==> config.mk <==
export PLATFORM = sky130hd
export DESIGN_NAME = mod_addsub_unit
export DESIGN_NICKNAME = d
export VERILOG_FILES = /design/src/hdl/modarith_pkg.sv /design/src/hdl/adder_pipe.sv /design/src/hdl/mod_addsub_unit.sv /design/src/hdl/op_order_fifo.sv /design/src/hdl/subtractor_pipe.sv
export VERILOG_INCLUDE_DIRS = /design/src /design/src/hdl
export SDC_FILE = /design/constraint.sdc
export NUM_CORES = 1
export LEC_CHECK = 0
export ABC_AREA = 1
export BUFFER_PORTS_ARGS = -buffer_cell sky130_fd_sc_hd__buf_2
export CAP_MARGIN = 10
export CELL_PAD_IN_SITES_DETAIL_PLACEMENT = 1
export CELL_PAD_IN_SITES_GLOBAL_PLACEMENT = 2
export CORE_ASPECT_RATIO = 0.9
export CORE_MARGIN = 2
export CORE_UTILIZATION = 42
export CTS_CLUSTER_DIAMETER = 100
export DETAILED_ROUTE_END_ITERATION = 8
export PLACE_DENSITY_LB_ADDON = 0.1
export SYNTH_ARGS = -nofsm -noshare
export SYNTH_HDL_FRONTEND = slang
export SYNTH_SLANG_ARGS = --single-unit
export TNS_END_PERCENT = 100
==> constraint.sdc <==
create_clock -name i_clk -period 3.12 [get_ports i_clk]
set_input_delay 0.624 -clock i_clk [delete_from_list [all_inputs] [get_ports i_clk]]
set_output_delay 0.624 -clock i_clk [all_outputs]
set_load 0.01 [all_outputs]
==> src/hdl/modarith_macros.svh <==
// Modular add/subtract parameters: modulus, operand width, pipe depth, tag width, queue depth
`ifndef MODARITH_MACROS_SVH
`define MODARITH_MACROS_SVH

// Prime modulus, operands arrive already reduced below it
`define MODARITH_P 65521

// Field element width in bits
`define MODARITH_BITS 16

// Stages per pipe, must divide MODARITH_BITS
`define MODARITH_LEVEL 2

`define MODARITH_CTL_BITS 8 // User tag width

// Order queue depth, at least 2*LEVEL so both pipes can fill
`define MODARITH_FIFO_DEPTH 8

`endif

==> src/hdl/modarith_pkg.sv <==
// Modular arithmetic package: element, tag and queue pointer types plus the operation code
`default_nettype none
`include "modarith_macros.svh"

package modarith_pkg;

  // Field element below P
  typedef logic [`MODARITH_BITS-1:0] elem_t;

  typedef logic [`MODARITH_CTL_BITS-1:0] ctl_t; // Opaque user tag

  // Read/write pointer into the order queue
  typedef logic [$clog2(`MODARITH_FIFO_DEPTH)-1:0] qptr_t;

  // Operation select, one bit on the wire
  typedef enum logic {
    OP_ADD = 1'b0,
    OP_SUB = 1'b1
  } op_e;

endpackage

`default_nettype wire

==> src/hdl/adder_pipe.sv <==
// Sliced modular adder pipe computing (a + b) mod P by choosing between sum and sum minus P
`timescale 1ns/100ps
`default_nettype none
`include "modarith_macros.svh"

module adder_pipe #(
  parameter int P     = `MODARITH_P,
  parameter int BITS  = `MODARITH_BITS,
  parameter int LEVEL = `MODARITH_LEVEL
) (
  input  wire logic                i_clk,
  input  wire logic                i_rst,
  input  wire logic                i_val,
  input  wire modarith_pkg::elem_t i_a,
  input  wire modarith_pkg::elem_t i_b,
  input  wire modarith_pkg::ctl_t  i_ctl,
  input  wire logic                i_sop,
  input  wire logic                i_eop,
  input  wire logic                i_rdy,
  output logic                     o_rdy,
  output logic                     o_val,
  output modarith_pkg::elem_t      o_dat,
  output modarith_pkg::ctl_t       o_ctl,
  output logic                     o_sop,
  output logic                     o_eop
);

  localparam int SW = BITS / LEVEL;
  localparam logic [BITS-1:0] PV = BITS'(P);

  modarith_pkg::elem_t a [0:LEVEL-1];   // Operands stop at the last slice
  modarith_pkg::elem_t b [0:LEVEL-1];
  modarith_pkg::elem_t sum [0:LEVEL];   // Low BITS of a + b
  modarith_pkg::elem_t dif [0:LEVEL];   // sum - P
  modarith_pkg::ctl_t  ctl [0:LEVEL];
  logic                sop [0:LEVEL];
  logic                eop [0:LEVEL];
  logic                val [0:LEVEL];
  logic                rdy [0:LEVEL];
  logic                cy [0:LEVEL];    // Sum carry chain
  logic                bw [0:LEVEL];    // Minus-P borrow chain

  assign val[0] = i_val;
  assign a[0]   = i_a;
  assign b[0]   = i_b;
  assign ctl[0] = i_ctl;
  assign sop[0] = i_sop;
  assign eop[0] = i_eop;
  assign sum[0] = '0;
  assign dif[0] = '0;
  assign cy[0]  = 1'b0;
  assign bw[0]  = 1'b0;

  assign rdy[LEVEL] = i_rdy;
  assign o_rdy      = rdy[0];

  for (genvar g = 0; g < LEVEL; g++) begin : g_stage
    logic [SW:0] s;  // Sum slice with carry out
    logic [SW:0] m;  // Sum slice minus P slice with borrow out on top

    assign rdy[g] = ~val[g+1] | rdy[g+1];

    assign s = {1'b0, a[g][g*SW +: SW]} + {1'b0, b[g][g*SW +: SW]} + {{SW{1'b0}}, cy[g]};
    assign m = {1'b0, s[SW-1:0]} - {1'b0, PV[g*SW +: SW]} - {{SW{1'b0}}, bw[g]};

    always_ff @(posedge i_clk) begin
      if (i_rst) begin
        val[g+1] <= 1'b0;
      end else if (rdy[g]) begin
        val[g+1] <= val[g];
      end
    end

    always_ff @(posedge i_clk) begin
      if (rdy[g]) begin
        ctl[g+1] <= ctl[g];
        sop[g+1] <= sop[g];
        eop[g+1] <= eop[g];
        sum[g+1]             <= sum[g];
        sum[g+1][g*SW +: SW] <= s[SW-1:0];
        dif[g+1]             <= dif[g];
        dif[g+1][g*SW +: SW] <= m[SW-1:0];
        cy[g+1] <= s[SW];
        bw[g+1] <= m[SW];
      end
    end

    // Operands only feed the next slice
    if (g < LEVEL - 1) begin : g_fwd
      always_ff @(posedge i_clk) begin
        if (rdy[g]) begin
          a[g+1] <= a[g];
          b[g+1] <= b[g];
        end
      end
    end
  end

  // Carry out or no borrow both mean sum >= P
  assign o_dat = (cy[LEVEL] | ~bw[LEVEL]) ? dif[LEVEL] : sum[LEVEL];
  assign o_val = val[LEVEL];
  assign o_ctl = ctl[LEVEL];
  assign o_sop = sop[LEVEL];
  assign o_eop = eop[LEVEL];

  // Stalled result must hold until taken
  a_hold_on_stall : assert property (@(posedge i_clk) disable iff (i_rst)
    (o_val && !i_rdy) |=> (o_val && $stable(o_dat)))
    else $error("adder_pipe: output changed under back-pressure");

endmodule

`default_nettype wire

==> src/hdl/mod_addsub_unit.sv <==
// Modular add/subtract unit, dispatches beats by operation and merges pipe results in order
`timescale 1ns/100ps
`default_nettype none
`include "modarith_macros.svh"

module mod_addsub_unit (
  input  wire logic                i_clk,
  input  wire logic                i_rst,
  input  wire logic                i_val,
  input  wire modarith_pkg::elem_t i_a,
  input  wire modarith_pkg::elem_t i_b,
  input  wire modarith_pkg::op_e   i_op,
  input  wire modarith_pkg::ctl_t  i_ctl,
  input  wire logic                i_sop,
  input  wire logic                i_eop,
  input  wire logic                i_rdy,
  output logic                     o_rdy,
  output logic                     o_val,
  output modarith_pkg::elem_t      o_dat,
  output modarith_pkg::ctl_t       o_ctl,
  output logic                     o_sop,
  output logic                     o_eop
);

  logic                q_full, q_empty;
  modarith_pkg::op_e   q_op;           // Owner of next result
  logic                in_sub, head_sub;
  logic                sub_i_val, sub_i_rdy, sub_o_rdy, sub_o_val, sub_o_sop, sub_o_eop;
  logic                add_i_val, add_i_rdy, add_o_rdy, add_o_val, add_o_sop, add_o_eop;
  modarith_pkg::elem_t sub_o_dat, add_o_dat;
  modarith_pkg::ctl_t  sub_o_ctl, add_o_ctl;

  assign in_sub   = (i_op == modarith_pkg::OP_SUB);
  assign head_sub = (q_op == modarith_pkg::OP_SUB);

  // Dispatch, valid only to the selected pipe and only with queue space
  assign sub_i_val = i_val & ~q_full & in_sub;
  assign add_i_val = i_val & ~q_full & ~in_sub;
  assign o_rdy     = ~q_full & (in_sub ? sub_o_rdy : add_o_rdy);

  // Merge, only the head owner sees downstream ready
  assign sub_i_rdy = head_sub & i_rdy;
  assign add_i_rdy = ~head_sub & i_rdy;

  always_comb begin
    o_val = head_sub ? sub_o_val : add_o_val;
    o_dat = head_sub ? sub_o_dat : add_o_dat;
    o_ctl = head_sub ? sub_o_ctl : add_o_ctl;
    o_sop = head_sub ? sub_o_sop : add_o_sop;
    o_eop = head_sub ? sub_o_eop : add_o_eop;
  end

  subtractor_pipe #(
    .P(`MODARITH_P), .BITS(`MODARITH_BITS), .LEVEL(`MODARITH_LEVEL)
  ) sub_i (
    .i_clk(i_clk), .i_rst(i_rst), .i_val(sub_i_val), .i_a(i_a), .i_b(i_b), .i_ctl(i_ctl),
    .i_sop(i_sop), .i_eop(i_eop), .i_rdy(sub_i_rdy), .o_rdy(sub_o_rdy), .o_val(sub_o_val),
    .o_dat(sub_o_dat), .o_ctl(sub_o_ctl), .o_sop(sub_o_sop), .o_eop(sub_o_eop)
  );

  adder_pipe #(
    .P(`MODARITH_P), .BITS(`MODARITH_BITS), .LEVEL(`MODARITH_LEVEL)
  ) add_i (
    .i_clk(i_clk), .i_rst(i_rst), .i_val(add_i_val), .i_a(i_a), .i_b(i_b), .i_ctl(i_ctl),
    .i_sop(i_sop), .i_eop(i_eop), .i_rdy(add_i_rdy), .o_rdy(add_o_rdy), .o_val(add_o_val),
    .o_dat(add_o_dat), .o_ctl(add_o_ctl), .o_sop(add_o_sop), .o_eop(add_o_eop)
  );

  op_order_fifo order_i (
    .i_clk   (i_clk),
    .i_rst   (i_rst),
    .i_push  (i_val & o_rdy),   // Every accepted beat
    .i_op    (i_op),
    .i_pop   (o_val & i_rdy),   // Every output transfer
    .o_op    (q_op),
    .o_empty (q_empty),
    .o_full  (q_full)
  );

  // A pipe result always has a queue entry behind it
  a_val_needs_entry : assert property (@(posedge i_clk) disable iff (i_rst)
    q_empty |-> !o_val) else $error("mod_addsub_unit: o_val with empty order queue");

endmodule

`default_nettype wire

==> src/hdl/op_order_fifo.sv <==
// Order queue of operation codes, head tells the merge which pipe owns the next result
`timescale 1ns/100ps
`default_nettype none
`include "modarith_macros.svh"

module op_order_fifo (
  input  wire logic              i_clk,
  input  wire logic              i_rst,
  input  wire logic              i_push,
  input  wire modarith_pkg::op_e i_op,
  input  wire logic              i_pop,
  output modarith_pkg::op_e      o_op,
  output logic                   o_empty,
  output logic                   o_full
);

  localparam int DEPTH = `MODARITH_FIFO_DEPTH;
  localparam int CW    = $clog2(DEPTH + 1);

  modarith_pkg::op_e   mem [DEPTH];
  modarith_pkg::qptr_t wr_ptr;
  modarith_pkg::qptr_t rd_ptr;
  logic [CW-1:0]       count;   // Occupancy, 0..DEPTH

  // Storage, written only on push
  always_ff @(posedge i_clk) begin
    if (i_push) begin
      mem[wr_ptr] <= i_op;
    end
  end

  always_ff @(posedge i_clk) begin
    if (i_rst) begin
      wr_ptr <= '0;
      rd_ptr <= '0;
      count  <= '0;
    end else begin
      if (i_push) begin
        wr_ptr <= (wr_ptr == modarith_pkg::qptr_t'(DEPTH - 1)) ? '0 : wr_ptr + 1'b1;
      end
      if (i_pop) begin
        rd_ptr <= (rd_ptr == modarith_pkg::qptr_t'(DEPTH - 1)) ? '0 : rd_ptr + 1'b1;
      end
      if (i_push && !i_pop) begin
        count <= count + 1'b1;
      end else if (i_pop && !i_push) begin
        count <= count - 1'b1;
      end
    end
  end

  assign o_op    = mem[rd_ptr];  // Head, no read latency
  assign o_empty = (count == '0);
  assign o_full  = (count == CW'(DEPTH));

  a_no_overflow : assert property (@(posedge i_clk) disable iff (i_rst)
    i_push |-> !o_full) else $error("op_order_fifo: push while full");
  a_no_underflow : assert property (@(posedge i_clk) disable iff (i_rst)
    i_pop |-> !o_empty) else $error("op_order_fifo: pop while empty");

endmodule

`default_nettype wire

==> src/hdl/subtractor_pipe.sv <==
// Sliced modular subtractor pipe computing (a - b) mod P with borrow select of the P-corrected result
`timescale 1ns/100ps
`default_nettype none
`include "modarith_macros.svh"

module subtractor_pipe #(
  parameter int P     = `MODARITH_P,
  parameter int BITS  = `MODARITH_BITS,
  parameter int LEVEL = `MODARITH_LEVEL
) (
  input  wire logic                i_clk,
  input  wire logic                i_rst,
  input  wire logic                i_val,
  input  wire modarith_pkg::elem_t i_a,
  input  wire modarith_pkg::elem_t i_b,
  input  wire modarith_pkg::ctl_t  i_ctl,
  input  wire logic                i_sop,
  input  wire logic                i_eop,
  input  wire logic                i_rdy,
  output logic                     o_rdy,
  output logic                     o_val,
  output modarith_pkg::elem_t      o_dat,
  output modarith_pkg::ctl_t       o_ctl,
  output logic                     o_sop,
  output logic                     o_eop
);

  localparam int SW = BITS / LEVEL;              // Slice width per stage
  localparam logic [BITS-1:0] PV = BITS'(P);

  // Index 0 is the pipe input and index LEVEL the output register
  modarith_pkg::elem_t a [0:LEVEL-1];            // Operands stop at the last slice
  modarith_pkg::elem_t b [0:LEVEL-1];
  modarith_pkg::elem_t res0 [0:LEVEL];           // Plain a - b filled slice by slice
  modarith_pkg::elem_t res1 [0:LEVEL];           // a + P - b
  modarith_pkg::ctl_t  ctl [0:LEVEL];
  logic                sop [0:LEVEL];
  logic                eop [0:LEVEL];
  logic                val [0:LEVEL];
  logic                rdy [0:LEVEL];
  logic                bw0 [0:LEVEL];            // Borrow of plain chain
  logic signed [1:0]   k1 [0:LEVEL-1];           // Signed carry of corrected chain

  assign val[0]  = i_val;
  assign a[0]    = i_a;
  assign b[0]    = i_b;
  assign ctl[0]  = i_ctl;
  assign sop[0]  = i_sop;
  assign eop[0]  = i_eop;
  assign res0[0] = '0;
  assign res1[0] = '0;
  assign bw0[0]  = 1'b0;
  assign k1[0]   = 2'sd0;

  assign rdy[LEVEL] = i_rdy;  // Downstream ready closes the chain
  assign o_rdy      = rdy[0];

  for (genvar g = 0; g < LEVEL; g++) begin : g_stage
    logic [SW:0]          d0;  // Plain slice with borrow out on top
    logic signed [SW+1:0] d1;  // Corrected slice with signed carry in top two bits

    // Advance when next stage is empty or itself advancing
    assign rdy[g] = ~val[g+1] | rdy[g+1];

    assign d0 = {1'b0, a[g][g*SW +: SW]} - {1'b0, b[g][g*SW +: SW]}
              - {{SW{1'b0}}, bw0[g]};

    // a + P - b in one pass with a signed two-bit carry
    assign d1 = $signed({2'b00, a[g][g*SW +: SW]} + {2'b00, PV[g*SW +: SW]}
              - {2'b00, b[g][g*SW +: SW]} + {{SW{k1[g][1]}}, k1[g]});

    always_ff @(posedge i_clk) begin
      if (i_rst) begin
        val[g+1] <= 1'b0;
      end else if (rdy[g]) begin
        val[g+1] <= val[g];
      end
    end

    always_ff @(posedge i_clk) begin
      if (rdy[g]) begin
        ctl[g+1] <= ctl[g];
        sop[g+1] <= sop[g];
        eop[g+1] <= eop[g];
        res0[g+1]             <= res0[g];
        res0[g+1][g*SW +: SW] <= d0[SW-1:0]; // Overwrite this stage's slice
        res1[g+1]             <= res1[g];
        res1[g+1][g*SW +: SW] <= d1[SW-1:0];
        bw0[g+1] <= d0[SW];
      end
    end

    // Operands and corrected carry only feed the next slice
    if (g < LEVEL - 1) begin : g_fwd
      always_ff @(posedge i_clk) begin
        if (rdy[g]) begin
          a[g+1]  <= a[g];
          b[g+1]  <= b[g];
          k1[g+1] <= d1[SW+1:SW];
        end
      end
    end
  end

  // Final borrow means a < b so the P-corrected result is taken
  assign o_dat = bw0[LEVEL] ? res1[LEVEL] : res0[LEVEL];
  assign o_val = val[LEVEL];
  assign o_ctl = ctl[LEVEL];
  assign o_sop = sop[LEVEL];
  assign o_eop = eop[LEVEL];

  // Result fully reduced after all slices
  a_dat_reduced : assert property (@(posedge i_clk) disable iff (i_rst)
    o_val |-> (o_dat < P))
    else $error("subtractor_pipe: o_dat 0x%0h not below P", o_dat);

endmodule

`default_nettype wire

Yosys cells after proc, flatten, opt, wreduce, memory -nomap -nowiden
Memory sizes are Yosys's and may differ from the RTL's. A register that Yosys moved wholly into a read port is not among the register bits.
Index checks and enable logic that the tools add are counted.
Widths: inputs -> output; s select.

storage, ports and cells
  input bits = 47
  RAM bits = 8
  memories kept = 1
  output and inout port bits = 28
  register bits after elaboration = 222
  word-level logic and storage cells = 102

operators by class
  reduce and logical (&&, ||, !) cells = 5
  equality and inequality tests = 3
  add/subtract/negate cells = 18
  mux-type cells = 16
  bitwise gates (word level) = 21

memories
  name         words  width  read ports  clocked after Yosys merged registers in  wr ports  line                 RTL
  order_i.mem  8      1      1           1                                        1         op_order_fifo.sv:20  modarith_pkg::op_e mem [DEPTH];

operators by type and width
  kind                 count
  $mux 16              3
  $add 8x8->9          2
  $sub 8x8->9          2
  $sub 8x8->9 const B  2
  $sub 9x1->9          2
  $mux 3               4
  $sub 10x8->10        1
  $add 8x8->9 const B  1
  $add 9x1->9          1
  $add 8x8->8          1
  $add 8x8->8 const B  1
  $and 1x1->1          8
  $mux 4               2
  $mux 8               1
  $not 1->1            8
  $sub 8x8->8          1
  $add 3x1->3 const B  2
  $eq 3x3->1 const B   2
  $mux 1               6
  $or 1x1->1           5
  $add 4x1->4 const B  1
  $eq 4x4->1 const B   1
  $sub 4x1->4 const B  1
  $logic_and 1x1->1    2
  other kinds (2)      3

Depth between registers and ports, before layout
Gate-level depths: netlist of run 1.

  depth after elaboration = 11
  gate-level depth with buffers = 20
  mapped depth without buffers = 19

Cells and area by module
Synthesis of run 1 repeated with hierarchy kept, for this count alone.

unflattened totals
  cells, all modules = 1003
  area, all modules = 10610.2 um^2

modules (own cells, without submodules)
  module           times used  seq. area each (um^2)  area an instance (um^2)  cells an instance
  subtractor_pipe  1           2682.6                 4957.3                   443
  adder_pipe       1           2682.6                 4251.6                   338
  op_order_fifo    1           500.5                  985.9                    118
  mod_addsub_unit  1           0.0                    415.4                    104

Least setup slack after synthesis of run 1
Ideal clock, no wire load.

  kind = register to register
  from = register add_i.cy[1] (netlist name)
  to = register add_i.dif[15] (netlist name), data pin
  slack = 0.383 ns
  setup time = 0.263 ns
  path buffers = 0
  data required time = 2.857 ns
  stages on the path, launching flop included = 15
  arrival = 2.475 ns
  period minus slack after synthesis = 2.737 ns
  path through = edfxtp_1 > fa_1 > inv_1 > fa_1 > nand3b_1 > nand2_1 > xor2_1 > inv_1 > ha_1 > o21ai_0 > nand2_1 > a21oi_1 > nand3b_1 > nand2_1 > xor2_1

between the ends
  longest elaborated chain between the ends = 3

ends and longest elaborated chain
  what                              line              RTL
  start: declaration                adder_pipe.sv:40  logic cy [0:LEVEL];
  start signal: indexed assignment  adder_pipe.sv:83  cy[g+1] <= s[SW];
  $add 9x1->9                       adder_pipe.sv:63  assign s = {1'b0, a[g][g*SW +: SW]} + {1'b0, b[g][g*SW +: SW]} + {{SW{1'b0}}, cy[g]};
  named net add_i.g_stage[1].s[4]   adder_pipe.sv:58  logic [SW:0] s;
  $sub 8x8->9                       adder_pipe.sv:64  assign m = {1'b0, s[SW-1:0]} - {1'b0, PV[g*SW +: SW]} - {{SW{1'b0}}, bw[g]};
  $sub 9x1->9                       adder_pipe.sv:64
  named net add_i.g_stage[1].m[7]   adder_pipe.sv:59  logic [SW:0] m;
  end signal: indexed assignment    adder_pipe.sv:81  dif[g+1] <= dif[g];
  end signal: indexed assignment    adder_pipe.sv:82  dif[g+1][g*SW +: SW] <= m[SW-1:0];
  end: declaration                  adder_pipe.sv:34  modarith_pkg::elem_t dif [0:LEVEL];

The timed path passes the listed nets, and every way through them passes these cells.
A chain may end at the register's enable or synchronous reset.

Worst setup path in the final report of run 1
Ends and elaborated chain as after synthesis.

==> impl_metrics.tcl, run 1 <==
set metrics [dict create \
    nFillCells 2495 \
    cp_max_fo 4 \
    n_antenna_cell 0 \
    finalCriticalPeriod_ps 2870 \
    grt_pass1_wl_mm 33.2 \
    hpwl_mm 15.3 \
    finalSetupViolCount 0 \
    path_class "flip-flop to flip-flop" \
    ctsHoldBuffers 0 \
    dieHeight_um 150 \
    dp.cells 1197 \
    cp_top_family "adder cells" \
    layout_common_cells "184 x edfxtp_1, 134 x inv_1, 111 x nand2_1, 74 x buf_2, 66 x ha_1" \
    drt_pass1_iterations 4 \
    yosysSeqAreaShare_pct 58.8 \
    vias_per_cell 4.84 \
    syn_nets 953 \
    gp_congestion 0.791 \
    synth_cell_type_count 42 \
    first_iter_violations 205 \
    cp_slowest_cell "fa_1" \
    cts-root-buf "clkbuf_16" \
    yosys_warnings 0 \
    num_rows 53 \
    cp_cell_sequence "fa_1, inv_1, fa_1, nand3b_1, nand2_2, xor2_2, inv_1, ha_4, o21ai_0, nand2_1, a21oi_2, nand3b_1, nand2_1, xor2_1" \
    synth_area_per_cell_sq_um 12.1 \
    dr_total_vias 5986 \
    worstRegToRegCells 14 \
    final_common_cell "edfxtp_1" \
    skew_ps 9.36 \
    power_mw 7.74 \
    grt_pass1_vias 6439 \
    tightest_slew_ps 690 \
    core_sq_mm 0.0233 \
    worstSkewPairLatency_ps 490 \
    cts_tree "yes" \
    numCtsBuffers 23 \
    p_per_area_mw_per_mm2 672 \
    numPortBuffers 74 \
    status "complete, no violations" \
    final_cells 1236 \
    period_share_pct 91.9 \
    h-tree-depth 1 \
    fin_setup_tns_ps 0 \
    vdd_drop_max_v 0.000322 \
    hold_class "primary input to flip-flop" \
    area_growth_pct 15.3 \
    grt_use_total_pct 16.6 \
    cts_sinks 201 \
    fmax_ghz 0.349 \
    antenna_found_initial 0 \
    io_pins 75 \
    slew_headroom_pct 53.9 \
    die_area_sq_mm 0.0250 \
    max_stage_delay_ps 450 \
    final_util_pct 49.3 \
    fin_nets 1051 \
    synth_area_sq_mm 0.00998 \
    drv_slew 0 \
    drc 0 \
    initial_utilization_pct 42.8 \
    crit_buf_inv 2 \
    hold_path_depth 1 \
    drive_above_1_share_pct 18.5 \
    p_leak_nw 5.07 \
    ys_ff_latch 201 \
    postRouteAntennaNets 0 \
    hold_viol_final 0 \
    max_cap_viol_count 0 \
    grt_overflow 0 \
    clk_path_buf_depth 3 \
    clkTransAtPathRegs_ps 60 \
    die_x_um 166 \
    start_kind "flip-flop" \
    grt_max_degree 36 \
    whs_ps 323 \
    wl_mm 20.2 \
    routedWlPerCell_um 16.4 \
    cp_num_cells 14 \
    rsz0062_at_grt "false" \
    cp.required_ps 3360 \
    cp.arrival_ps 3100 \
    cp-end-kind "flip-flop" \
    synthCells 823 \
]
[sequential cells by signal, indices dropped and copies added, names as in the netlist, 2 cells and up, named ones only]
register and cells:
sub_i.o_ctl 8, add_i.cy 2, add_i.o_ctl 8, add_i.dif 24, order_i.mem 8, add_i.b 8
add_i.bw 2, sub_i.ctl 8, sub_i.res1 24, add_i.sum 24, order_i.rd_ptr 3, sub_i.b 8
order_i.wr_ptr 3, add_i.ctl 8, sub_i.k1 2, add_i.a 8, sub_i.bw0 2, sub_i.a 8
order_i.count 4, sub_i.res0 24
[routing by layer]
layer	vias to the layer above	wire [um]	share of wire [%]	GRT usage [%]
li1	2980	-	-	-
met4	0	385	1.9	3.97
met3	27	654	3.2	2.29
met5	-	0	0	0
met2	88	9450	47	27.7
met1	2891	9730	48	23.4
[through the flow]
stage                     setup WS, ps  cell area [sq um]
final                              253              11500
after global routing              26.4              11500
after CTS                         39.8              11500
after detailed placement          52.1              10800
after global placement             192              10800
after floorplan                    383               9980
[power breakdown]
| part | total, mW | internal (mW) | leakage (nW) | switching (mW) |
|---|---|---|---|---|
| clock | 2.43 | 1.43 | 0.320 | 1.01 |
| sequential | 3.66 | 3.51 | 2.06 | 0.151 |
| combinational | 1.64 | 0.642 | 2.69 | 0.997 |
[repair_timing]
item                       CTS  global route
setup endpoints to repair    0            11
gates resized for setup      0             8
buffers inserted             0             1
[worst paths after layout]
path | startpoint | endpoint | slack [ps]
setup / recovery | add_i.cy[1]$_DFFE_PN_ | add_i.dif[15]$_DFFE_PP_ | 250
hold / removal | i_ctl[6] | add_i.ctl[14]$_DFFE_PN_ | 320
setup reg to reg | add_i.cy[1]$_DFFE_PN_ | add_i.dif[15]$_DFFE_PP_ | 250
hold reg to reg | add_i.sop[1]$_DFFE_PN_ | add_i.o_sop$_DFFE_PP_ | 410
[synth_stat cells]
library cell  count  area share, %
edfxtp_1        184             55
inv_1           134            5.0
nand2_1         116            4.4
ha_1             67            8.4
xor2_1           39            3.4
a21oi_1          32            1.6
o21ai_0          31            1.6
nor2_1           29            1.1
nand3_1          24            1.2
dfxtp_1          17            3.4
o211ai_1         17            1.3
fa_1             16            3.2
mux2i_1          16            1.6
nor3_1           11           0.55
mux2_2           10            1.1
xnor2_1          10           0.88
inv_2             7           0.26
clkbuf_1          6           0.23
nor2_2            6           0.38
buf_2             5           0.25
xor2_2            5           0.81
nand3_2           4           0.40
o21bai_1          4           0.30
a21oi_4           3           0.49
nand2_2           3           0.19
nand2_4           3           0.34
nand4_1           3           0.19
o21ai_1           3           0.15
a211oi_1          2           0.15
buf_6             2           0.23
nand3b_1          2           0.15
nor4_1            2           0.13
a21o_1            1          0.075
a221oi_1          1          0.088
inv_4             1          0.063
nand3_4           1           0.18
nand4_2           1           0.13
nand4_4           1           0.21
o211ai_2          1           0.13
o22ai_1           1          0.063
or2_1             1          0.063
xor2_4            1           0.28
[area by class of cell]
class                      count  area, sq um  area share, %
clock inverter                10         78.8          0.685
inverter                     142          536           4.65
clock buffer                  28          594           5.17
timing repair buffer          86          489           4.25
tap                          302          378           3.28
multi-input combinational    467         3560           31.0
sequential                   201         5870           51.0
[cells by family (layout without fill, tap and decap cells)]
kind of cell | count (synthesis) | in the layout | synth area share (%)
AND/OR/NAND/NOR | 207 | 207 | 9.55
flip-flops | 201 | 201 | 58.8
buffers and inverters | 155 | 266 | 6.07
AO/OA/AOI/OAI | 96 | 96 | 5.88
adder cells (fa/ha/maj) | 83 | 83 | 11.6
XOR/XNOR | 55 | 55 | 5.39
multiplexers | 26 | 26 | 2.73
[worst reg2reg max path, stage by stage (launching register included)]
cell and delay, ps:
edfxtp_1 390, fa_1 450, inv_1 80, fa_1 210, nand3b_1 130, nand2_2 110
xor2_2 210, inv_1 100, ha_4 260, o21ai_0 90, nand2_1 120, a21oi_2 150
nand3b_1 120, nand2_1 60, xor2_1 130
(Power assumes the default switching activity.)
==> run 2: changes to the inputs <==
- PLACE_DENSITY: default -> 0.88
- PLACE_DENSITY_LB_ADDON: 0.1 -> default
- RECOVER_POWER: default -> 100
==> impl_metrics.tcl, run 2 (same netlist as run 1, synthesis figures left out) <==
set metrics [dict create \
    met1_length_mm 9.24 \
    cts-root-buf "clkbuf_16" \
    clkTransAtPathRegs_ps 60 \
    ctsHoldBuffers 0 \
    cp.arrival_ps 3190 \
    io_pins 75 \
    period_share_pct 94.3 \
    n_antenna_cell 0 \
    wl_mm 20.7 \
    worstSkewPairLatency_ps 500 \
    slew_headroom_pct 47.9 \
    drt_pass1_iterations 4 \
    layout_common_cells "184 x edfxtp_1, 134 x inv_1, 113 x nand2_1, 67 x ha_1, 52 x buf_2" \
    start_kind "flip-flop" \
    num_rows 53 \
    cp_max_fo 4 \
    dr_wl_met3_um 593 \
    vdd_drop_max_v 0.000375 \
    drv_slew 0 \
    cp_cell_sequence "inv_1, fa_1, inv_1, ha_1, nand2_1, nor2_1, a211oi_1, nor2_1, o21ai_0, nand2_1, xor2_1" \
    vias_per_cell 4.91 \
    combPwrFrac_pct 20.4 \
    finalSetupViolCount 0 \
    p_clk_share_pct 33.7 \
    internal_power_mw 5.82 \
    first_iter_violations 270 \
    fin_ws_ps 178 \
    antenna_found_initial 0 \
    nFillCells 2507 \
    numPortBuffers 74 \
    grt_max_degree 38 \
    dp.cells 1195 \
    cp.required_ps 3370 \
    p_leak_nw 5.05 \
    seqPwrFrac_pct 45.9 \
    place_ws_ps 112 \
    rsz0062_at_grt "true" \
    hpwl_mm 15.1 \
    wl_met2_mm 10.5 \
    grt_use_total_pct 16.7 \
    cp_slowest_cell "fa_1" \
    grt_pass1_vias 6406 \
    initial_utilization_pct 42.8 \
    cts_tree "yes" \
    max_cap_viol_count 0 \
    max_stage_delay_ps 600 \
    status "complete, no violations" \
    cp-end-kind "flip-flop" \
    skew_ps 7.25 \
    p_sw_share_pct 27.2 \
    final_cells 1235 \
    p_sw_mw 2.17 \
    die_x_um 166 \
    grt_overflow 0 \
    final_common_cell "edfxtp_1" \
    routedWlPerCell_um 16.7 \
    core_sq_mm 0.0233 \
    dr_total_vias 6069 \
    finalCriticalPeriod_ps 2940 \
    drive_above_1_share_pct 16.0 \
    path_class "flip-flop to flip-flop" \
    fin_nets 1048 \
    dieHeight_um 150 \
    drc 0 \
    clk_path_buf_depth 3 \
    p_per_area_mw_per_mm2 692 \
    die_area_sq_mm 0.0250 \
    h-tree-depth 1 \
    area_growth_pct 15.6 \
    fmax_ghz 0.340 \
    postRouteAntennaNets 0 \
    hold_viol_final 0 \
    grt_pass1_wl_mm 33.1 \
    tightest_slew_ps 781 \
    numCtsBuffers 22 \
    gp_congestion 0.794 \
    hold_class "primary input to flip-flop" \
    top_layer "met4" \
    cts_sinks 201 \
]
-- run 2: repair_timing --
action	in CTS	in global routing
setup buffers	0	1
gates resized for setup	0	6
endpoints found under the setup margin	0	9
-- run 2: worst paths after layout --
path / from / endpoint / slack, ps / depth (start not counted)
worst max-delay path: sub_i.k1[1]$_DFFE_PN_ / sub_i.res1[14]$_DFFE_PP_ / 180 / 11
worst min-delay path: i_a[10] / sub_i.a[10]$_DFFE_PN_ / 320 / 1
worst max register to register: sub_i.k1[1]$_DFFE_PN_ / sub_i.res1[14]$_DFFE_PP_ / 180 / 11
worst min register to register: sub_i.ctl[8]$_DFFE_PN_ / sub_i.o_ctl[0]$_DFFE_PP_ / 420 / 0
-- run 2: area by class of cell --
| class | count | area (sq um) | area share (%) |
|---|---|---|---|
| clock buffers | 27 | 591 | 5.12 |
| clock inverters | 12 | 163 | 1.41 |
| inverters | 142 | 536 | 4.64 |
| multi-input cells | 467 | 3540 | 30.7 |
| flip-flops and latches | 201 | 5870 | 50.8 |
| well taps | 302 | 378 | 3.27 |
| repair buffers | 84 | 472 | 4.09 |
-- run 2: worst max-delay path: cells and delay by family (launching register included) --
family / cells / cell delay, ps
flops: 1 / 400
compound gates: 2 / 620
fa+ha+maj: 2 / 940
xor+xnor: 1 / 150
buf+inv: 2 / 230
simple gates: 4 / 360
-- run 2: stage by stage --
step	cell area [sq um]	utilization [%]	power, mW	setup TNS (ps)	hold slack, ps
global placement	10800	46.2	5.26	0	400
floorplan	9980	-	4.79	0	400
detailed placement	10800	46.2	5.36	0	405
CTS	11500	49.5	8.09	0	302
finish	11500	49.4	7.99	0	317
global route	11500	49.4	8.42	-47.3	305
-- run 2: metal layers --
layer	up-vias	global-route usage [%]
li1	2973	-
met1	2985	21.2
met2	90	30.5
met3	21	2.16
met4	0	4.01
met5	-	0
-- run 2: power groups by stage --
stage          Clock, mW  Combinational (mW)  Sequential, mW
2_1_floorplan          0                1.13            3.66
3_3_place_gp           0                1.57            3.69
3_5_place_dp           0                1.63            3.73
4_1_cts             2.76                1.65            3.68
5_1_grt             2.86                1.84            3.71
6_report            2.69                1.63            3.67
